===== src/hw/rv_pkg.sv =====
package rv_pkg;

  // register width
  localparam int xlen = 64;

  typedef logic [xlen-1:0] xlen_t;
  typedef logic [31:0]     inst_t;
  typedef logic [4:0]      reg_addr_t;

  // one-hot alu selection
  localparam int alu_width = 10;

  typedef logic [alu_width-1:0] alu_sel_t;

  // bit positions inside alu_sel_t
  localparam int alu_add  = 0;
  localparam int alu_sub  = 1;
  localparam int alu_slt  = 2;
  localparam int alu_sltu = 3;
  localparam int alu_xor  = 4;
  localparam int alu_or   = 5;
  localparam int alu_and  = 6;
  localparam int alu_sll  = 7;
  localparam int alu_srl  = 8;
  localparam int alu_sra  = 9;

  // major opcodes accepted by the core
  localparam logic [6:0] op_imm    = 7'h13;
  localparam logic [6:0] op_imm_32 = 7'h1b;
  localparam logic [6:0] op_reg    = 7'h33;
  localparam logic [6:0] op_reg_32 = 7'h3b;
  localparam logic [6:0] op_lui    = 7'h37;
  localparam logic [6:0] op_auipc  = 7'h17;

  // funct3 codes
  localparam logic [2:0] f3_add  = 3'h0;
  localparam logic [2:0] f3_sll  = 3'h1;
  localparam logic [2:0] f3_slt  = 3'h2;
  localparam logic [2:0] f3_sltu = 3'h3;
  localparam logic [2:0] f3_xor  = 3'h4;
  localparam logic [2:0] f3_sr   = 3'h5;
  localparam logic [2:0] f3_or   = 3'h6;
  localparam logic [2:0] f3_and  = 3'h7;

  // funct7 codes, upper six bits double as funct6
  localparam logic [6:0] f7_base = 7'h00;
  localparam logic [6:0] f7_alt  = 7'h20;

endpackage


===== src/hw/wb_stage.sv =====
`timescale 1ns/1ns

module wb_stage (
  input  logic              exe_valid,
  input  rv_pkg::xlen_t     exe_pc,
  input  rv_pkg::xlen_t     exe_result,
  input  rv_pkg::reg_addr_t exe_rd,
  input  logic              exe_rd_wen,
  input  logic              exe_illegal,
  output logic              wr_en,
  output rv_pkg::reg_addr_t wr_addr,
  output rv_pkg::xlen_t     wr_data,
  output logic              retire_valid,
  output rv_pkg::xlen_t     retire_pc,
  output rv_pkg::reg_addr_t retire_rd,
  output rv_pkg::xlen_t     retire_data,
  output logic              retire_illegal
);

  // no write for illegal encodings or x0
  assign wr_en   = exe_valid & exe_rd_wen & ~exe_illegal & (exe_rd != '0);
  assign wr_addr = exe_rd;
  assign wr_data = exe_result;

  // retire record, blanked for illegal encodings
  assign retire_valid   = exe_valid;
  assign retire_pc      = exe_pc;
  assign retire_illegal = exe_illegal;
  assign retire_rd      = exe_illegal ? '0 : exe_rd;
  assign retire_data    = exe_illegal ? '0 : exe_result;

endmodule


===== config.mk =====
export PLATFORM = sky130hd
export DESIGN_NAME = wb_stage
export DESIGN_NICKNAME = d
export VERILOG_FILES = /design/src/hw/rv_pkg.sv /design/src/hw/wb_stage.sv
export SDC_FILE = /design/constraint.sdc
export NUM_CORES = 1
export LEC_CHECK = 0
export BUFFER_PORTS_ARGS = -buffer_cell sky130_fd_sc_hd__buf_2
export CORE_AREA = 5 5 129 131
export DETAILED_ROUTE_END_ITERATION = 10
export DIE_AREA = 0 0 134 136
export GPL_TIMING_DRIVEN = 0
export PLACE_DENSITY = 0.52
export SLEW_MARGIN = 10
export SYNTH_ARGS = -nofsm -noshare
export SYNTH_HDL_FRONTEND = slang
export SYNTH_SLANG_ARGS = --single-unit

===== constraint.sdc =====
create_clock -name vclk -period 0.8
set_input_delay 0.04 -clock vclk [all_inputs]
set_output_delay 0.04 -clock vclk [all_outputs]
set_load 0.02 [all_outputs]

; ---- Yosys cells after proc, flatten, opt, wreduce, memory -nomap -nowiden
; Cells that the tools add are included.
[word_totals]
regBits = 0
out_inout_bits = 205
elab_cells = 7
[classes]
muxes = 2
n_bitwise = 4
n_reduce_logical = 1
[op_table]
columns = cell, n
row1 = $mux 64, 1
row2 = $mux 5, 1
row3 = $reduce_bool 5->1, 1
row4 = $and 1x1->1, 3
row5 = $not 1->1, 1

; ---- Longest topological paths before layout
[logic_depth]
ltp_word = 3
ltp_mapped = 3
depth_no_buf = 2

; ---- Worst setup path before layout
; Ideal clock, no wire load.
[synth_timing]
path_type = in2out
start = input port exe_illegal
end = output port wr_en
t_arrival_ps = 517
t_required_ps = 760
path_slack_ps = 243
cell_stages = 3
n_path_buf = 1
cell_sequence = buf_6 -> nand3b_4 -> a21oi_2
[synth_via]
elab_chain_cells = 3
[synth_lines]
columns = item, line
row1 = start: declaration, wb_stage.sv:9  ; input logic exe_illegal,
row2 = $not 1->1, wb_stage.sv:21  ; assign wr_en = exe_valid & exe_rd_wen & ~exe_illegal & (exe_rd != '0);
row3 = $and 1x1->1 (2 in a row), wb_stage.sv:21
row4 = end: declaration, wb_stage.sv:10  ; output logic wr_en,
; Every way passes these cells.

; ---- Worst setup path after layout
[layout_timing]
start = input port exe_rd[3]
end = output port wr_en
[layout_via]
elab_chain_cells = 2
[layout_lines]
columns = item, line
row1 = start: declaration, wb_stage.sv:7  ; input rv_pkg::reg_addr_t exe_rd,
row2 = $reduce_bool 5->1, wb_stage.sv:21
row3 = $and 1x1->1, wb_stage.sv:21
; Every way passes these cells.

==> flow_metrics.py <==
metrics = {
    "routing": {
        "drt_wl_total_mm": 7.08,
        "dr.pass1.iters": 2,
        "antenna_left": 0,
        "drc": 0,
        "vias": 2078,
        "vias_per_cell": 3.04,
        "drtIter0Drc": 21,
        "wl_per_cell_um": 10.4,
    },
    "critical_path": {
        "critPathTopFamily": "buffers and inverters",
        "setup.worst_path.start_class": "input pin",
        "critPathSlowestCell": "nor3_1",
        "startpoint": "exe_rd[3]",
        "crit_path_end_kind": "output port",
        "crit_fanout": 3,
        "crit_arrival_ns": 0.65,
        "cp-endpoint": "wr_en",
        "cpMostUsedCell": "buf_2",
        "critPathKind": "input pin to output port",
        "path_cells": "buf_2 -> nor3_1 -> a21oi_2 -> buf_2",
        "cp.depth": 4,
        "cp.buffers_inverters": 2,
        "worst_ep_required_time_ns": 0.76,
        "critPathMaxStageDelay_ns": 0.26,
    },
    "floorplanning": {
        "coreArea_um2": 15500,
        "die_w_um": 134,
        "die-area_um2": 18200,
        "num_io_pins": 341,
        "start_util_pct": 9.84,
        "num_rows": 46,
        "die_h_um": 136,
    },
    "global_route": {
        "grt_first_pass_wirelength_mm": 9.31,
        "track_usage_pct": 5.98,
        "grt_overflow": 0,
        "grt_pass1_vias": 1878,
        "grt_start_max_net_pins": 11,
        "antenna_found_initial": 0,
    },
    "layout": {
        "multiInputGateArea_um2": 469,
        "seq_cells": 0,
        "antenna_cells": 0,
        "syn_to_final_growth_pct": 106,
        "regArea_um2": 0,
        "fillCellCount": 1758,
        "fin_nets": 629,
        "final_area_um2": 3150,
        "clock_buffers": 0,
        "drive_above_1_share_pct": 85.5,
    },
    "synthesis": {
        "synth_compound_area_share_pct": 0.575,
        "synthCells": 215,
        "syn_nets": 351,
        "yosysTopAreaCell": "buf_4",
        "synth_top_family_by_area": "buffers and inverters",
        "muxShareOfSynthArea_pct": 0,
        "synth.area.top_cells": "buf_4 67%, nor2b_1 28%, buf_2 2.0%, nand3b_4 1.3%, buf_6 0.74%",
        "yosys_warnings": 0,
        "synth_fa_ha_area_share_pct": 0,
        "yosysSeqAreaShare_pct": 0,
        "syn_avg_cell_area_um2": 7.09,
        "synth_most_common_cell": "buf_4",
        "yosys.area_share.simple_pct": 30.2,
        "synth_xor_area_share_pct": 0,
        "yosys.area.top_type_share_pct": 66.5,
        "yosys.cell_types.count": 8,
        "syn_area_um2": 1520,
        "synth.top_cells.by_count": "135 x buf_4, 69 x nor2b_1, 6 x buf_2",
    },
    "place": {
        "placed_area_um2": 3150,
        "gp_congestion": 0.759,
        "portBuffers": 276,
        "pre_cts_ws_ns": 0.0856,
        "dp_hpwl_mm": 6.58,
    },
    "run": {
        "max_cap_violations": 0,
    },
    "pwr": {
        "cellInternalPower_w": 0.000993,
        "ir_drop_v": 0.000193,
        "power.density_nw_per_um2": 683,
        "seq_power_share_pct": 0,
        "power_frac_clock_pct": 0,
        "switchingPower_w": 0.00116,
        "power.leakage_nw": 1.99,
        "combPwrFrac_pct": 100.0,
        "netSwitchingFraction_pct": 53.8,
    },
    "timing": {
        "worst_slack_ns": 0.105,
        "final_hold_viol_count": 0,
        "period_share_pct": 86.9,
        "max-slew-margin-rel_pct": 82.7,
        "slew_violations": 0,
        "timing.fmax_mhz": 1440,
        "grt_setup_unrepaired": "no",
        "setup_viol": 0,
        "finalCriticalPeriod_ns": 0.695,
        "fin_setup_tns_ns": 0,
        "worst_pin_slew_ns": 0.257,
    },
    "min_path": {
        "hp-class": "input pin to output port",
    },
    "cts": {
        "hold_buffers": 0,
        "cts_resized": 0,
        "cts_setup_buffers": 0,
    },
    "run_status": {
        "status": "finished, final reports clean",
    },
}
[routing by layer]
layer / global-route usage [%] / vias to the layer above / part of all wire (%)
met5: 0 / - / 0
met1: 7.11 / 858 / 36
met3: 1.26 / 0 / 12
li1: - / 1062 / -
met2: 11.7 / 158 / 52
met4: 0 / 0 / 0
[final cells by class]
cell class,instances,area share [%]
Timing Repair Buffer,276,43.9
Buffer,142,33.5
Tap cell,192,7.64
Multi-Input combinational cell,73,14.9
[worst min-delay path by stage]
stage,from,to,slack [ns],depth (start not counted)
4_1_cts,exe_pc[38],retire_pc[38],0.30,2
3_5_place_dp,exe_pc[38],retire_pc[38],0.30,2
3_3_place_gp,exe_pc[25],retire_pc[25],0.30,2
2_1_floorplan,exe_rd_wen,wr_en,0.18,2
5_1_grt,exe_pc[2],retire_pc[2],0.30,2
6_report,exe_pc[41],retire_pc[41],0.30,2
[through the flow]
step / utilization, % / total power [W] / hold slack [ns] / cells
floorplan: - / 0.00142 / 0.184 / 215
global placement: 20.3 / 0.00218 / 0.299 / 683
detailed placement: 20.3 / 0.00218 / 0.299 / 683
CTS: 20.3 / 0.00218 / 0.299 / 683
global route: 20.3 / 0.00230 / 0.301 / 683
finish: 20.3 / 0.00215 / 0.298 / 683
[kinds of logic (layout without fill, tap and decap cells)]
family | count (synthesis) | in the layout
AO/OA/AOI/OAI | 1 | 1
buffers and inverters | 142 | 418
AND/OR/NAND/NOR | 72 | 72
[power by group through the flow]
stage          combinational [W]  sequential (W)  clock, W
2_1_floorplan            0.00142               0         0
3_3_place_gp             0.00218               0         0
3_5_place_dp             0.00218               0         0
4_1_cts                  0.00218               0         0
5_1_grt                  0.00230               0         0
6_report                 0.00215               0         0
[cell usage in the layout, fill, tap and decap left out]
cell      synthesis  routed
buf_4           135     135
buf_6             1       1
nand3b_4          1       1
nor3_1            1       1
a21oi_2           1       1
nor2_1            1       1
buf_2             6     282
nor2b_1          69      69
No activity file was read; power rests on OpenSTA's default activity.
