$ cat src/hw/rv_pkg.sv
package rv_pkg;

  // register width
  localparam int xlen = 64;

  typedef logic [xlen-1:0] xlen_t;
  typedef logic [31:0]     inst_t;
  typedef logic [4:0]      reg_addr_t;

  // one-hot alu selection
  localparam int alu_width = 10;

  typedef logic [alu_width-1:0] alu_sel_t;

  // bit positions inside alu_sel_t
  localparam int alu_add  = 0;
  localparam int alu_sub  = 1;
  localparam int alu_slt  = 2;
  localparam int alu_sltu = 3;
  localparam int alu_xor  = 4;
  localparam int alu_or   = 5;
  localparam int alu_and  = 6;
  localparam int alu_sll  = 7;
  localparam int alu_srl  = 8;
  localparam int alu_sra  = 9;

  // major opcodes accepted by the core
  localparam logic [6:0] op_imm    = 7'h13;
  localparam logic [6:0] op_imm_32 = 7'h1b;
  localparam logic [6:0] op_reg    = 7'h33;
  localparam logic [6:0] op_reg_32 = 7'h3b;
  localparam logic [6:0] op_lui    = 7'h37;
  localparam logic [6:0] op_auipc  = 7'h17;

  // funct3 codes
  localparam logic [2:0] f3_add  = 3'h0;
  localparam logic [2:0] f3_sll  = 3'h1;
  localparam logic [2:0] f3_slt  = 3'h2;
  localparam logic [2:0] f3_sltu = 3'h3;
  localparam logic [2:0] f3_xor  = 3'h4;
  localparam logic [2:0] f3_sr   = 3'h5;
  localparam logic [2:0] f3_or   = 3'h6;
  localparam logic [2:0] f3_and  = 3'h7;

  // funct7 codes, upper six bits double as funct6
  localparam logic [6:0] f7_base = 7'h00;
  localparam logic [6:0] f7_alt  = 7'h20;

endpackage

$ cat src/hw/reg_file.sv
`timescale 1ns/1ns

module reg_file (
  input  logic              clk,
  input  logic              rst,
  input  rv_pkg::reg_addr_t rs1_addr,
  output rv_pkg::xlen_t     rs1_data,
  input  rv_pkg::reg_addr_t rs2_addr,
  output rv_pkg::xlen_t     rs2_data,
  input  logic              wr_en,
  input  rv_pkg::reg_addr_t wr_addr,
  input  rv_pkg::xlen_t     wr_data
);

  // x1..x31, x0 is not stored
  rv_pkg::xlen_t regs [1:31];

  // read with write-through bypass
  function automatic rv_pkg::xlen_t read_port(rv_pkg::reg_addr_t addr);
    rv_pkg::xlen_t data;
    if (addr == '0) begin
      data = '0;
    end else if (wr_en && (wr_addr == addr)) begin
      data = wr_data;
    end else begin
      data = regs[addr];
    end
    return data;
  endfunction

  always_ff @(posedge clk) begin
    if (rst) begin
      for (int i = 1; i < 32; i++) begin
        regs[i] <= '0;
      end
    end else if (wr_en && (wr_addr != '0)) begin
      regs[wr_addr] <= wr_data;
    end
  end

  always_comb begin
    rs1_data = read_port(rs1_addr);
    rs2_data = read_port(rs2_addr);
  end

endmodule

$ cat config.mk
export PLATFORM = sky130hd
export DESIGN_NAME = reg_file
export DESIGN_NICKNAME = d
export VERILOG_FILES = /design/src/hw/rv_pkg.sv /design/src/hw/reg_file.sv
export SDC_FILE = /design/constraint.sdc
export NUM_CORES = 2
export LEC_CHECK = 0
export BUFFER_PORTS_ARGS = -buffer_cell sky130_fd_sc_hd__buf_2
export CELL_PAD_IN_SITES_DETAIL_PLACEMENT = 0
export CELL_PAD_IN_SITES_GLOBAL_PLACEMENT = 1
export CORE_MARGIN = 2
export CORE_UTILIZATION = 30
export DETAILED_ROUTE_END_ITERATION = 8
export PLACE_DENSITY_LB_ADDON = 0.1
export SLEW_MARGIN = 40
export SYNTH_ARGS = -nofsm -noshare
export SYNTH_HDL_FRONTEND = slang
export SYNTH_SLANG_ARGS = --single-unit
$ cat constraint.sdc
create_clock -name clk -period 3.4 [get_ports clk]
set_input_delay 0.51 -clock clk [delete_from_list [all_inputs] [get_ports clk]]
set_output_delay 0.51 -clock clk [all_outputs]
set_load 0.01 [all_outputs]
=== Word level (Yosys, flattened, before mapping) ===
Memory sizes are Yosys's and may differ from the RTL's.
Cells that the tools add are included.

* Output and inout bits: 128
* Input bits: 82
* Memories kept: 1
* Logic and storage cells: 22
* Bits in writable memories: 1984
* Register bits: 0

* Reductions and logical operators: 7
* Eq/ne operators: 2
* Muxes and demuxes: 12

{| class="wikitable"
|+ Memories
! memory !! words !! width !! read ports !! clocked after Yosys merged registers in !! write ports !! RTL line !! source
|-
| regs || 31 || 64 || 2 || 0 || 31 || reg_file.sv:16 || <nowiki>rv_pkg::xlen_t regs [1:31];</nowiki>
|}

{| class="wikitable"
|+ Operators with widths
! kind !! count
|-
| $mux W64 || 5
|-
| $reduce_or A64 Y1 || 1
|-
| $eq A5 B5 Y1 || 2
|-
| $logic_not A5 Y1 || 2
|-
| $mux W1 || 6
|-
| $mux W5 || 1
|-
| $reduce_bool A5 Y1 || 1
|-
| $logic_and A1 B1 Y1 || 3
|}

=== Depth between registers and ports, before layout ===
* Word-level depth: 7
* Mapped depth: 10
* Depth with buffers taken out: 5

=== Worst setup path after synthesis ===
Ideal clock, no wire load.

* Path kind: in2reg
* From: input wr_addr[2]
* To: memory regs[7][0] (netlist name), enable pin
* Required time: 3006 ps
* Stages: 5
* Buffers on the path: 2
* Library setup time: 394 ps
* Arrival time: 2453 ps
* Path slack: 553 ps
* Path through: clkbuf_1 or3b_1 nor2_1 clkbuf_1 or2_2

{| class="wikitable"
|+ RTL lines
! item !! RTL line !! source
|-
| start: declaration || reg_file.sv:11 || <nowiki>input rv_pkg::reg_addr_t wr_addr,</nowiki>
|-
| end: declaration || reg_file.sv:16 ||
|}

==> impl_metrics.env <==
export IMPL_cts_root_buf="clkbuf_16"
export IMPL_timing_hold_worst_path_depth=2
export IMPL_fillers=33600
export IMPL_num_rows=220
export IMPL_crit_path_top_delay_cell="mux4_2"
export IMPL_min_to="regs[1][13]$_SDFFCE_PN0P_"
export IMPL_crit_family="multiplexers"
export IMPL_ir_drop_uv=335
export IMPL_synth_edf_count=2048
export IMPL_seq_area_frac_synth_pct=56.9
export IMPL_drv_slew=0
export IMPL_reg_top3="regs (2048)"
export IMPL_path_max_fanout=2
export IMPL_hp_start="wr_data[13]"
export IMPL_met3_usage_pct=4.83
export IMPL_numPortBuffers=209
export IMPL_largest_register="regs"
export IMPL_synth_avg_cell_area_um2=15.5
export IMPL_relSlewSlack_pct=36.7
export IMPL_status="finished, violations left"
export IMPL_fmax_mhz=285
export IMPL_stdcell_area_um2=129000
export IMPL_synth_seq_cells=2048
export IMPL_grt_use_total_pct=28.3
export IMPL_dr_pass1_iters=6
export IMPL_cpPeakStageDelay_ps=530
export IMPL_grt_busiest_layer="met2"
export IMPL_path_buf_inv=1
export IMPL_endpoint_kind="output port"
export IMPL_core_um2=359000
export IMPL_grt_max_degree=65
export IMPL_first_iter_violations=10300
export IMPL_dieHeight_um=604
export IMPL_tightestPinTransition_ps=950
export IMPL_crit_top_cell="mux4_2"
export IMPL_ioPinCount=210
export IMPL_drc=0
export IMPL_async_flop_share_pct=0
export IMPL_num_vias=71900
export IMPL_largest_reg_flops=2048
export IMPL_die_w_um=604
export IMPL_maxCapViolCount=0
export IMPL_utilization_pct=35.9
export IMPL_clk_pin_slew_worst_paths_ps=60
export IMPL_rsz0062_at_grt="yes"
export IMPL_grt_overflow=0
export IMPL_cp_depth=6
export IMPL_gp_congestion=0.797
export IMPL_start_util_pct=30.1
export IMPL_ys_types=48
export IMPL_viasPerCell=5.82
export IMPL_startpoint="regs[7][29]$_SDFFCE_PN0P_"
export IMPL_grt_use_met1_pct=38.3
export IMPL_fin_cells=12300
export IMPL_setup_worst_path_start_class="flop"
export IMPL_finalHoldViolCount=0
export IMPL_period_share_pct=103
export IMPL_die_area_um2=365000
export IMPL_detail_route_antenna_nets=0
export IMPL_crit_type="reg2out"
export IMPL_power_density_nw_per_um2=519
export IMPL_drt_wirelength_per_cell_um=42.4
export IMPL_grt_pass1_vias=71400
export IMPL_antenna_found_initial=91
export IMPL_cts_buffers=265
export IMPL_drive_gt1_share_pct=30.7
export IMPL_drt_wl_total_um=523000
export IMPL_placed_cells=11800
export IMPL_crit_chain="mux4_2 > mux4_2 > nand2b_1 > o2111ai_1 > o211a_1 > buf_2"
export IMPL_hpwl_um=295000
export IMPL_setup_viol=5
export IMPL_grt_pass1_wl_um=691000
export IMPL_syn_area_um2=108000
export IMPL_pre_cts_ws_ps=-343
export IMPL_cp_required_ps=2890
export IMPL_clock_path_buffers=4
export IMPL_synth_cells=6951
export IMPL_dpl_instance_area_um2=120000
export IMPL_violations="setup timing"
export IMPL_hold_class="in2reg"
export IMPL_cts_tree="done"
export IMPL_setup_slack_ps=-108
export IMPL_syn2layout_area_growth_pct=19.4
export IMPL_fin_crit_ps=3510
export IMPL_yosys_warnings=0
export IMPL_clock_sinks=2048
export IMPL_finalNetCount=7353
export IMPL_htreeDepth=5
export IMPL_met2_usage_pct=45.9
export IMPL_synthFlopType="edfxtp_1"
export IMPL_crit_arrival_ps=3000
export IMPL_power_leakage_nw=44.3
## layout by cell type (no fill, tap or decap), types with 40 or more instances in the layout
cell | Yosys | layout
a211oi_1 | 57 | 52
nand2_1 | 85 | 80
diode_2 | 0 | 88
conb_1 | 1 | 64
buf_4 | 39 | 318
a21oi_1 | 42 | 40
clkinv_1 | 0 | 65
a22o_1 | 116 | 108
edfxtp_1 | 2048 | 2048
nand3_1 | 47 | 43
mux2i_1 | 184 | 183
a22oi_1 | 106 | 104
buf_12 | 0 | 237
buf_2 | 115 | 191
clkbuf_1 | 563 | 53
clkbuf_16 | 0 | 277
o22ai_1 | 212 | 209
and2_1 | 1987 | 1984
mux4_2 | 1015 | 1015
## final cells by class
type | count | area, um^2 | share of cell area (%)
antenna | 88 | 220 | 0.171
multi-input combinational | 4174 | 44200 | 34.3
clock buffer | 327 | 7060 | 5.47
clock inverter | 149 | 1310 | 1.01
sequential | 2048 | 61500 | 47.7
timing repair buffer | 780 | 8680 | 6.73
inverter | 2 | 7.51 | 0.00582
tap | 4773 | 5970 | 4.63
## power by group
group / internal (mW) / total, mW / leakage [nW] / switching [mW]
Combinational: 3.72 / 9.01 / 20.7 / 5.29
Clock: 16.3 / 28.1 / 4.07 / 11.8
Sequential: 29.2 / 29.9 / 19.5 / 0.693
Total: 49.2 / 67.0 / 44.3 / 17.8
## worst max path at each step
stage	end	slack, ps
detailed placement	rs2_data[18]	-340
global placement	rs2_data[18]	-660
CTS	rs2_data[29]	-140
floorplan	regs[7][0]$_SDFFCE_PN0P_	550
global route	rs2_data[29]	-170
finish	rs2_data[29]	-110
## routing by layer
| metal | wire, um | vias to the layer above |
|---|---|---|
| met3 | 43300 | 783 |
| li1 | - | 27800 |
| met2 | 248000 | 4250 |
| met1 | 212000 | 39000 |
| met4 | 19100 | 12 |
| met5 | 80 | - |
## timing repair
| item | in CTS | in global routing |
|---|---|---|
| hold buffers | 1 | 0 |
| resized for setup | 57 | 28 |
| gates cloned | 0 | 3 |
| setup endpoints to repair | 44 | 37 |
| buffers inserted | 0 | 22 |
| pin swaps | 14 | 7 |
| endpoints found under the hold margin | 4 | 0 |
## through the flow
stage          hold WS (ps)  power, mW  setup TNS, ps
3_5_place_dp            965       39.2          -2070
3_3_place_gp            966       39.2          -1950
2_1_floorplan           609       34.7              0
5_1_grt                82.9       68.7           -730
6_report                101       67.0           -189
4_1_cts                37.9       67.3           -631
## kinds of logic after synthesis
logic type                count (synthesis)  share of synthesized area [%]
and+or+nand+nor                        2307                           13.0
buffers and inverters                   792                           3.13
muxes                                  1208                           23.0
DFF                                    2048                           56.9
other                                     1                        0.00347
xor gates and xnor gates                 10                         0.0811
AOI/OAI and AO/OA                       585                           3.89
## synthesized netlist by cell type (32+ instances only)
cell type / instances / area (um^2)
a211oi_1: 57 / 428
and2_1: 1987 / 12400
nor2_1: 44 / 165
clkbuf_1: 563 / 2110
nand3_1: 47 / 235
buf_4: 39 / 293
nor4_1: 35 / 219
buf_1: 58 / 218
nor3_1: 32 / 160
o22ai_1: 212 / 1330
mux4_2: 1015 / 22900
edfxtp_1: 2048 / 61500
a22o_1: 116 / 1020
mux2i_1: 184 / 1840
nand2_1: 85 / 319
a22oi_1: 106 / 796
buf_2: 115 / 576
a21oi_1: 42 / 210
Power figures use the tool's default switching activity.
