===== src/hw/rv_pkg.sv =====
package rv_pkg;

  // register width
  localparam int xlen = 64;

  typedef logic [xlen-1:0] xlen_t;
  typedef logic [31:0]     inst_t;
  typedef logic [4:0]      reg_addr_t;

  // one-hot alu selection
  localparam int alu_width = 10;

  typedef logic [alu_width-1:0] alu_sel_t;

  // bit positions inside alu_sel_t
  localparam int alu_add  = 0;
  localparam int alu_sub  = 1;
  localparam int alu_slt  = 2;
  localparam int alu_sltu = 3;
  localparam int alu_xor  = 4;
  localparam int alu_or   = 5;
  localparam int alu_and  = 6;
  localparam int alu_sll  = 7;
  localparam int alu_srl  = 8;
  localparam int alu_sra  = 9;

  // major opcodes accepted by the core
  localparam logic [6:0] op_imm    = 7'h13;
  localparam logic [6:0] op_imm_32 = 7'h1b;
  localparam logic [6:0] op_reg    = 7'h33;
  localparam logic [6:0] op_reg_32 = 7'h3b;
  localparam logic [6:0] op_lui    = 7'h37;
  localparam logic [6:0] op_auipc  = 7'h17;

  // funct3 codes
  localparam logic [2:0] f3_add  = 3'h0;
  localparam logic [2:0] f3_sll  = 3'h1;
  localparam logic [2:0] f3_slt  = 3'h2;
  localparam logic [2:0] f3_sltu = 3'h3;
  localparam logic [2:0] f3_xor  = 3'h4;
  localparam logic [2:0] f3_sr   = 3'h5;
  localparam logic [2:0] f3_or   = 3'h6;
  localparam logic [2:0] f3_and  = 3'h7;

  // funct7 codes, upper six bits double as funct6
  localparam logic [6:0] f7_base = 7'h00;
  localparam logic [6:0] f7_alt  = 7'h20;

endpackage


===== src/hw/inst_decode.sv =====
`timescale 1ns/1ns

module inst_decode (
  input  logic              clk,
  input  logic              rst,
  input  logic              inst_valid,
  output logic              inst_allowin,
  input  rv_pkg::inst_t     inst,
  input  rv_pkg::xlen_t     pc,
  output rv_pkg::reg_addr_t rs1_addr,
  output rv_pkg::reg_addr_t rs2_addr,
  input  rv_pkg::xlen_t     rs1_data,
  input  rv_pkg::xlen_t     rs2_data,
  output logic              dec_valid,
  output rv_pkg::xlen_t     dec_pc,
  output rv_pkg::xlen_t     dec_op1,
  output rv_pkg::xlen_t     dec_op2,
  output rv_pkg::alu_sel_t  dec_alu_sel,
  output logic              dec_word,
  output rv_pkg::reg_addr_t dec_rd,
  output logic              dec_rd_wen,
  output logic              dec_illegal
);

  logic [6:0]        opcode;
  logic [2:0]        funct3;
  logic [6:0]        funct7;
  logic [5:0]        funct6;
  rv_pkg::reg_addr_t rd;
  rv_pkg::xlen_t     imm_i;
  rv_pkg::xlen_t     imm_u;
  logic              is_imm, is_imm32, is_reg, is_reg32, is_lui, is_auipc;
  logic              f7_is_base, f7_is_alt, f6_is_base, f6_is_alt;
  logic              f3_is_sll, f3_is_sr, f3_is_add;
  logic              imm_ok, imm32_ok, reg_ok, reg32_ok;
  logic              legal;
  logic              uses_rs1, uses_rs2;
  logic              hazard;
  logic              accept;
  rv_pkg::alu_sel_t  alu_sel;
  rv_pkg::xlen_t     op1, op2;

  // funct3 to one-hot; alt picks sub or sra
  function automatic rv_pkg::alu_sel_t f3_to_sel(logic [2:0] f3, logic alt);
    rv_pkg::alu_sel_t sel;
    sel = '0;
    case (f3)
      rv_pkg::f3_add:  sel[alt ? rv_pkg::alu_sub : rv_pkg::alu_add] = 1'b1;
      rv_pkg::f3_sll:  sel[rv_pkg::alu_sll] = 1'b1;
      rv_pkg::f3_slt:  sel[rv_pkg::alu_slt] = 1'b1;
      rv_pkg::f3_sltu: sel[rv_pkg::alu_sltu] = 1'b1;
      rv_pkg::f3_xor:  sel[rv_pkg::alu_xor] = 1'b1;
      rv_pkg::f3_sr:   sel[alt ? rv_pkg::alu_sra : rv_pkg::alu_srl] = 1'b1;
      rv_pkg::f3_or:   sel[rv_pkg::alu_or] = 1'b1;
      default:         sel[rv_pkg::alu_and] = 1'b1;
    endcase
    return sel;
  endfunction

  // instruction fields
  assign opcode   = inst[6:0];
  assign funct3   = inst[14:12];
  assign funct7   = inst[31:25];
  assign funct6   = inst[31:26];
  assign rd       = inst[11:7];
  assign rs1_addr = inst[19:15];
  assign rs2_addr = inst[24:20];
  assign imm_i    = {{52{inst[31]}}, inst[31:20]};
  assign imm_u    = {{32{inst[31]}}, inst[31:12], 12'b0};

  assign is_imm   = (opcode == rv_pkg::op_imm);
  assign is_imm32 = (opcode == rv_pkg::op_imm_32);
  assign is_reg   = (opcode == rv_pkg::op_reg);
  assign is_reg32 = (opcode == rv_pkg::op_reg_32);
  assign is_lui   = (opcode == rv_pkg::op_lui);
  assign is_auipc = (opcode == rv_pkg::op_auipc);

  assign f7_is_base = (funct7 == rv_pkg::f7_base);
  assign f7_is_alt  = (funct7 == rv_pkg::f7_alt);
  assign f6_is_base = (funct6 == rv_pkg::f7_base[6:1]);
  assign f6_is_alt  = (funct6 == rv_pkg::f7_alt[6:1]);
  assign f3_is_add  = (funct3 == rv_pkg::f3_add);
  assign f3_is_sll  = (funct3 == rv_pkg::f3_sll);
  assign f3_is_sr   = (funct3 == rv_pkg::f3_sr);

  // per-format legality
  assign imm_ok   = f3_is_sll ? f6_is_base :
                    f3_is_sr  ? (f6_is_base | f6_is_alt) : 1'b1;
  assign imm32_ok = f3_is_add | (f3_is_sll & f7_is_base) |
                    (f3_is_sr & (f7_is_base | f7_is_alt));
  assign reg_ok   = (f3_is_add | f3_is_sr) ? (f7_is_base | f7_is_alt) : f7_is_base;
  assign reg32_ok = ((f3_is_add | f3_is_sr) & (f7_is_base | f7_is_alt)) |
                    (f3_is_sll & f7_is_base);

  assign legal = (is_imm & imm_ok) | (is_imm32 & imm32_ok) | (is_reg & reg_ok) |
                 (is_reg32 & reg32_ok) | is_lui | is_auipc;

  always_comb begin
    alu_sel = '0;
    if (is_lui || is_auipc) begin
      alu_sel[rv_pkg::alu_add] = 1'b1;
    end else if (is_imm) begin
      alu_sel = f3_to_sel(funct3, f3_is_sr & f6_is_alt);
    end else if (is_imm32) begin
      alu_sel = f3_to_sel(funct3, f3_is_sr & f7_is_alt);
    end else if (is_reg || is_reg32) begin
      alu_sel = f3_to_sel(funct3, f7_is_alt);
    end
    if (!legal) begin
      alu_sel = '0;
    end
  end

  // operand select, word forms keep only the low half of registers
  always_comb begin
    if (is_lui) begin
      op1 = '0;
    end else if (is_auipc) begin
      op1 = pc;
    end else if (is_imm32 || is_reg32) begin
      op1 = {32'b0, rs1_data[31:0]};
    end else begin
      op1 = rs1_data;
    end

    if (is_lui || is_auipc) begin
      op2 = imm_u;
    end else if (is_imm || is_imm32) begin
      op2 = imm_i;
    end else if (is_reg32) begin
      op2 = {32'b0, rs2_data[31:0]};
    end else begin
      op2 = rs2_data;
    end
  end

  // raw hazard against the instruction held for execute
  assign uses_rs1 = legal & (is_imm | is_imm32 | is_reg | is_reg32);
  assign uses_rs2 = legal & (is_reg | is_reg32);
  assign hazard   = inst_valid & dec_valid & dec_rd_wen & (dec_rd != '0) &
                    ((uses_rs1 & (rs1_addr == dec_rd)) | (uses_rs2 & (rs2_addr == dec_rd)));

  // execute never back-pressures, so only the hazard blocks
  assign inst_allowin = ~hazard;
  assign accept       = inst_valid & inst_allowin;

  always_ff @(posedge clk) begin
    if (rst) begin
      dec_valid <= 1'b0;
    end else begin
      dec_valid <= accept;
    end
  end

  always_ff @(posedge clk) begin
    if (accept) begin
      dec_pc      <= pc;
      dec_op1     <= op1;
      dec_op2     <= op2;
      dec_alu_sel <= alu_sel;
      dec_word    <= is_imm32 | is_reg32;
      dec_rd      <= rd;
      dec_rd_wen  <= legal;
      dec_illegal <= ~legal;
    end
  end

endmodule


===== config.mk =====
export PLATFORM = sky130hd
export DESIGN_NAME = inst_decode
export DESIGN_NICKNAME = d
export VERILOG_FILES = /design/src/hw/rv_pkg.sv /design/src/hw/inst_decode.sv
export SDC_FILE = /design/constraint.sdc
export NUM_CORES = 1
export LEC_CHECK = 0
export ABC_AREA = 1
export BUFFER_PORTS_ARGS = -buffer_cell sky130_fd_sc_hd__buf_2
export CORE_AREA = 2 2 176 178
export CTS_BUF_LIST = sky130_fd_sc_hd__clkbuf_8
export DETAILED_ROUTE_END_ITERATION = 7
export DIE_AREA = 0 0 178 180
export GPL_ROUTABILITY_DRIVEN = 0
export PLACE_DENSITY = 0.55
export SETUP_SLACK_MARGIN = 0.15
export SLEW_MARGIN = 20
export SYNTH_ARGS = -nofsm -noshare
export SYNTH_HDL_FRONTEND = slang
export SYNTH_SLANG_ARGS = --single-unit

===== constraint.sdc =====
create_clock -name clk -period 6.03 [get_ports clk]
set_clock_uncertainty 0.1 [all_clocks]
set_input_delay 0.603 -clock clk [delete_from_list [all_inputs] [get_ports clk]]
set_output_delay 0.603 -clock clk [all_outputs]
set_load 0.02 [all_outputs]

; Word-level counts from Yosys, hierarchy flattened
; Index checks and enable logic that the tools add are counted.
[totals]
input_bits = 227
ff_bits = 211
[op_classes]
n_bitwise = 37
muxes = 54
n_eq_ne = 16
n_lt_le_gt_ge = 12
reduce_logical = 16
[op_table]
columns = op, n
row1 = $mux 64, 5
row2 = $pmux 1 s3, 18
row3 = $mux 10, 3
row4 = $eq 7x6->1 const B, 4
row5 = $demux 1 s4, 6
row6 = $pmux 2 s2, 6
row7 = $eq 7x5->1 const B, 3
row8 = $and 1x1->1, 18
row9 = $or 1x1->1, 17
row10 = $mux 1, 16
row11 = $lt 1x5->1 const B, 3
row12 = $lt 4x5->1 const B, 3
row13 = $ge 4x1->1 const B, 3
row14 = $eq 5x5->1, 2
row15 = $eq 3x3->1 const B, 3
row16 = $logic_not 7->1, 1
row17 = $eq 3x2->1 const B, 2
row18 = $eq 6x5->1 const B, 1
row19 = $logic_and 1x1->1, 6
row20 = $logic_not 6->1, 1
row21 = $reduce_bool 5->1, 1
row22 = $reduce_or 5->1, 1
row23 = $logic_or 1x1->1, 4
row24 = $eq 3x1->1 const B, 1
row25 = 4 further kinds, 7

; Depth between registers and ports, before layout
[logic_depth]
depth_word = 16
mapped_depth = 12
ltp_nobuf = 12

; Least setup slack after synthesis
; No wires, ideal clock.
[synth_timing]
path_type = input to register
start = in inst[13]
end = reg dec_alu_sel[0], enable pin
path_slack_ps = -263
setup_ps = 561
arrival_ps = 5632
path_buffers = 0
required_ps = 5369
path_stages = 9
path_cell_list = inv_1 > nand2_2 > nor2_1 > inv_1 > nand3_1 > nand3_1 > o21bai_2 > nand2_1 > inv_1
[synth_between]
elab_chain_len = 16
word_cells_on_any_way = 30
[synth_rtl]
columns = item, line_no
row1 = from (decl), inst_decode.sv:8  ; input rv_pkg::inst_t inst,
row2 = $eq 3x1->1, inst_decode.sv:83  ; assign f3_is_sll = (funct3 == rv_pkg::f3_sll);
row3 = $and 1x1->1, "inst_decode.sv:89, inst_decode.sv:93"
row4 = $or 1x1->1 (2 in series), inst_decode.sv:89  ; assign imm32_ok = f3_is_add | (f3_is_sll & f7_is_base) |
row5 = $and 1x1->1, inst_decode.sv:95  ; assign legal = (is_imm & imm_ok) | (is_imm32 & imm32_ok) | (is_reg & reg_ok) |
row6 = $or 1x1->1 (2 in series), inst_decode.sv:95
row7 = $or 1x1->1 *, inst_decode.sv:95
row8 = $or 1x1->1 * (2 in series), inst_decode.sv:96  ; (is_reg32 & reg32_ok) | is_lui | is_auipc;
row9 = $and 1x1->1 (on tied branches), "inst_decode.sv:138, inst_decode.sv:139"
row10 = $and 1x1->1, inst_decode.sv:141  ; ((uses_rs1 & (rs1_addr == dec_rd)) | (uses_rs2 & (rs2_addr == dec_rd)));
row11 = $or 1x1->1 *, inst_decode.sv:141
row12 = $and 1x1->1 *, inst_decode.sv:140  ; assign hazard = inst_valid & dec_valid & dec_rd_wen & (dec_rd != '0) &
row13 = $not 1->1 *, inst_decode.sv:144  ; assign inst_allowin = ~hazard;
row14 = named net inst_allowin, inst_decode.sv:7  ; output logic inst_allowin,
row15 = $and 1x1->1 *, inst_decode.sv:145  ; assign accept = inst_valid & inst_allowin;
row16 = named net accept, inst_decode.sv:39  ; logic accept;
row17 = to (signal assigned), inst_decode.sv:160  ; dec_alu_sel <= alu_sel;
row18 = to (decl), inst_decode.sv:18  ; output rv_pkg::alu_sel_t dec_alu_sel,
; The timed path passes the listed nets; every way through them passes the cells marked *.
; A chain may end at the register's enable or synchronous reset.

; Worst setup path after layout
[layout_timing]
start = in inst[27]
end = reg dec_op1[51], enable pin
[layout_between]
elab_chain_len = 16
word_cells_on_any_way = 32
[layout_rtl]
columns = item, line_no
row1 = "$eq 7x6->1, or another cell as far along", inst_decode.sv:79  ; assign f7_is_alt = (funct7 == rv_pkg::f7_alt);
row2 = "$or 1x1->1, or another cell as far along", "inst_decode.sv:90, inst_decode.sv:91, inst_decode.sv:92"
row3 = "$and 1x1->1, or another cell as far along", inst_decode.sv:90  ; (f3_is_sr & (f7_is_base | f7_is_alt));
row4 = $or 1x1->1 or $mux 1 (tied branches), "inst_decode.sv:89, inst_decode.sv:87"
row5 = $and 1x1->1, inst_decode.sv:95
row6 = $or 1x1->1 (2 in series), inst_decode.sv:95
row7 = $or 1x1->1 *, inst_decode.sv:95
row8 = $or 1x1->1 * (2 in series), inst_decode.sv:96
row9 = $and 1x1->1 (on tied branches), "inst_decode.sv:138, inst_decode.sv:139"
row10 = $and 1x1->1, inst_decode.sv:141
row11 = $or 1x1->1 *, inst_decode.sv:141
row12 = $and 1x1->1 *, inst_decode.sv:140
row13 = $not 1->1 *, inst_decode.sv:144
row14 = $and 1x1->1 *, inst_decode.sv:145
row15 = named net accept, inst_decode.sv:39
row16 = to (signal assigned), inst_decode.sv:158  ; dec_op1 <= op1;
row17 = to (decl), inst_decode.sv:16  ; output rv_pkg::xlen_t dec_op1,
; Marks and branches as above.

==> impl_metrics.toml <==
[routing]
wl_per_cell_um = 18.2
drtAntennaViolNets = 0
dr.pass1.iters = 4
post-route-drc-count = 0
vias = 7049
drt_wl_total_um = 28200
drt_iter0_drc = 391
vias_per_cell = 4.54

[cts]
cts.htree.levels = 2
clock_sinks = 211
clkTransAtPathRegs_ps = 70
post_cts_buffers = 0
clock_path_buffers = 3
clk_latency_ps = 510
cts_resized = 0
clock-root-buffer = "clkbuf_8"
cts-buffers-inserted = 37
cts_hold_buf = 0
cts_tree = "yes"

[global_route]
grt.total_usage_pct = 16.9
grt.overflow.total = 0
antenna_found_initial = 6
grt_max_degree = 65
grt_pass1_vias = 6954
grt_pass1_wl_um = 41300

[floorplanning]
core-area_sq_um = 30200
die-area_sq_um = 32000
start_util_pct = 28.4
die_h_um = 180
core.rowCount = 64
die_x_um = 178
io_pins = 449

[sta]
finalCritPeriodShare_pct = 54.7
slew_headroom_pct = 30.6
worstMarginPinSlew_ps = 1040
fmax_mhz = 303
finalHoldViolations = 0
fin_tns_setup_ps = 0
maxSlewViolCount = 0
setup_viol = 0
min_period_ps = 3300
rsz0062_at_grt = "false"

[critical_path]
crit_fanout = 45
worstReg2RegEnd = "dec_op1[51]"
end_kind = "flop"
cp-start-kind = "input port"
r2r_setup_slack_ps = 2840
path_class = "input port to flop"
rr_startpoint = "dec_rd[1]"
worst-r2r-cell-count = 9
worstPathRequired_ps = 6130
crit_arrival_ps = 3390

[min_path]
min_from = "rst"
min_path_type = "input port to flop"
holdPathEnd = "dec_valid"
hold-path-cell-count = 2

[logic_synthesis]
synthCells = 673
synth_seq_cells = 211
ys_seq_area_share_pct = 73.7
synth_nets = 900
yosys_warnings = 0
ys_types = 28
syn-cell-area_sq_um = 8590
syn_avg_cell_area_sq_um = 12.8

[flow_run]
cap_violations = 0

[final_layout]
fin_util_pct = 39.3
layout-drive-gt1-share_pct = 45.0
syn_to_final_growth_pct = 38.2
nFillCells = 3048
nNetsFinal = 1352

[pwr]
powerDensity_nw_per_um2 = 291
power_leakage_nw = 5.39
vdd.ir_drop.worst_v = 0.000127

[outcome]
outcome = "finished, final reports clean"

[placement]
hpwlAfterDp_um = 20800
port_buffers = 448
[Yosys cell counts]
| cell | number | area share, % |
|---|---|---|
| a211oi_1 | 1 | 0.087 |
| a21oi_1 | 11 | 0.64 |
| clkbuf_1 | 8 | 0.35 |
| xor2_1 | 7 | 0.71 |
| nor2_4 | 1 | 0.13 |
| buf_2 | 23 | 1.3 |
| dfxtp_1 | 1 | 0.23 |
| and2_1 | 1 | 0.073 |
| edfxtp_1 | 210 | 73 |
| clkbuf_2 | 2 | 0.12 |
| nor2_2 | 5 | 0.36 |
| o211ai_1 | 10 | 0.87 |
| nor3_2 | 2 | 0.23 |
| o21a_1 | 1 | 0.087 |
| nor3_1 | 4 | 0.23 |
| nand2_2 | 1 | 0.073 |
| inv_1 | 24 | 1.0 |
| a22o_1 | 32 | 3.3 |
| nand3_1 | 54 | 3.1 |
| o21bai_2 | 1 | 0.13 |
| buf_4 | 11 | 0.96 |
| inv_2 | 4 | 0.17 |
| nor2_1 | 39 | 1.7 |
| nand2_1 | 165 | 7.2 |
| o21ai_1 | 2 | 0.12 |
| nand4_1 | 4 | 0.29 |
| xnor2_1 | 2 | 0.20 |
| o21ai_0 | 47 | 2.7 |
[layout make-up]
class / count / area (sq um) / area share [%]
clock buffers: 37 / 509 / 4.29
diodes: 6 / 15.0 / 0.127
repair buffers: 457 / 2330 / 19.7
flip-flops and latches: 211 / 6330 / 53.3
inverters: 28 / 110 / 0.928
clock inverters: 28 / 144 / 1.21
multi-input cells: 390 / 1930 / 16.3
well taps: 396 / 495 / 4.18
[critical path, cell delays in order]
cell and delay [ps]:
buf_2 100, nor2_1 250, nand2_1 110, a21oi_1 280
nand2_1 80, nand2_1 100, nand2_1 50, nand2_1 110
o21bai_2 80, nand2_1 120, clkinvlp_4 830, buf_4 630
[report_power, final]
group          total [mW]  leakage, nW  internal (mW)  switching (mW)
Clock                1.19        0.378          0.615           0.577
Combinational       0.487         2.96          0.168           0.318
Sequential           1.78         2.06           1.75          0.0311
Total                3.46         5.39           2.53           0.926
[stage by stage]
stage | power [mW] | area [sq um] | setup slack, ps | instances | hold WS [ps]
5_1_grt | 3.62 | 11900 | 2340 | 1552 | 110
3_3_place_gp | 2.30 | 11200 | 2180 | 1482 | 666
4_1_cts | 3.52 | 11900 | 2680 | 1547 | 92.6
3_5_place_dp | 2.30 | 11200 | 2120 | 1482 | 667
2_1_floorplan | 2.07 | 8590 | 790 | 673 | 575
6_report | 3.46 | 11900 | 2730 | 1553 | 138
[worst max-delay path by stage]
stage | startpoint | endpoint | slack [ps] | cells after the start
global placement | inst[6] | dec_op1[54] | 2180 | 14
floorplan | inst[27] | dec_alu_sel[0] | 790 | 10
finish | inst[27] | dec_op1[51] | 2730 | 12
detailed placement | inst[6] | dec_op1[48] | 2120 | 14
CTS | inst[6] | dec_op1[51] | 2680 | 14
global route | inst[27] | dec_pc[56] | 2340 | 12
[state kept, by name, summed over array words and instances (netlist names)]
register and cells:
dec_illegal 1, dec_op1 64, dec_word 1, dec_valid 1, dec_op2 64, dec_rd_wen 1
dec_alu_sel 10, dec_rd 5, dec_pc 64
[cell usage in the layout, fill, tap and decap left out, drive strengths merged]
| master | instances |
|---|---|
| dfxtp | 1 |
| a21oi | 11 |
| o21bai | 1 |
| edfxtp | 210 |
| o21a | 1 |
| xor2 | 7 |
| nand4 | 4 |
| buf | 457 |
| a22o | 32 |
| and2 | 1 |
| inv | 39 |
| bufinv | 1 |
| a211oi | 1 |
| nor3 | 6 |
| xnor2 | 2 |
| nand2 | 166 |
| clkinvlp | 3 |
| diode | 6 |
| clkinv | 13 |
| nand3 | 54 |
| clkbuf | 37 |
| o21ai | 49 |
| nor2 | 45 |
| o211ai | 10 |
[routing by layer]
| metal | vias up | GRT usage, % | wire (um) |
|---|---|---|---|
| met2 | 338 | 29.8 | 14300 |
| met1 | 3331 | 19.3 | 10700 |
| met4 | 0 | 5.97 | 671 |
| met5 | - | 0 | 0 |
| met3 | 49 | 4.89 | 2580 |
| li1 | 3331 | - | - |
[kinds of logic after synthesis]
logic type	count (synthesis)	synth area share, %
flops	211	73.7
buf+inv	72	3.99
xor+xnor	9	0.918
simple gates	276	13.5
compound gates	105	7.94
No activity file was read; power rests on OpenSTA's default activity.
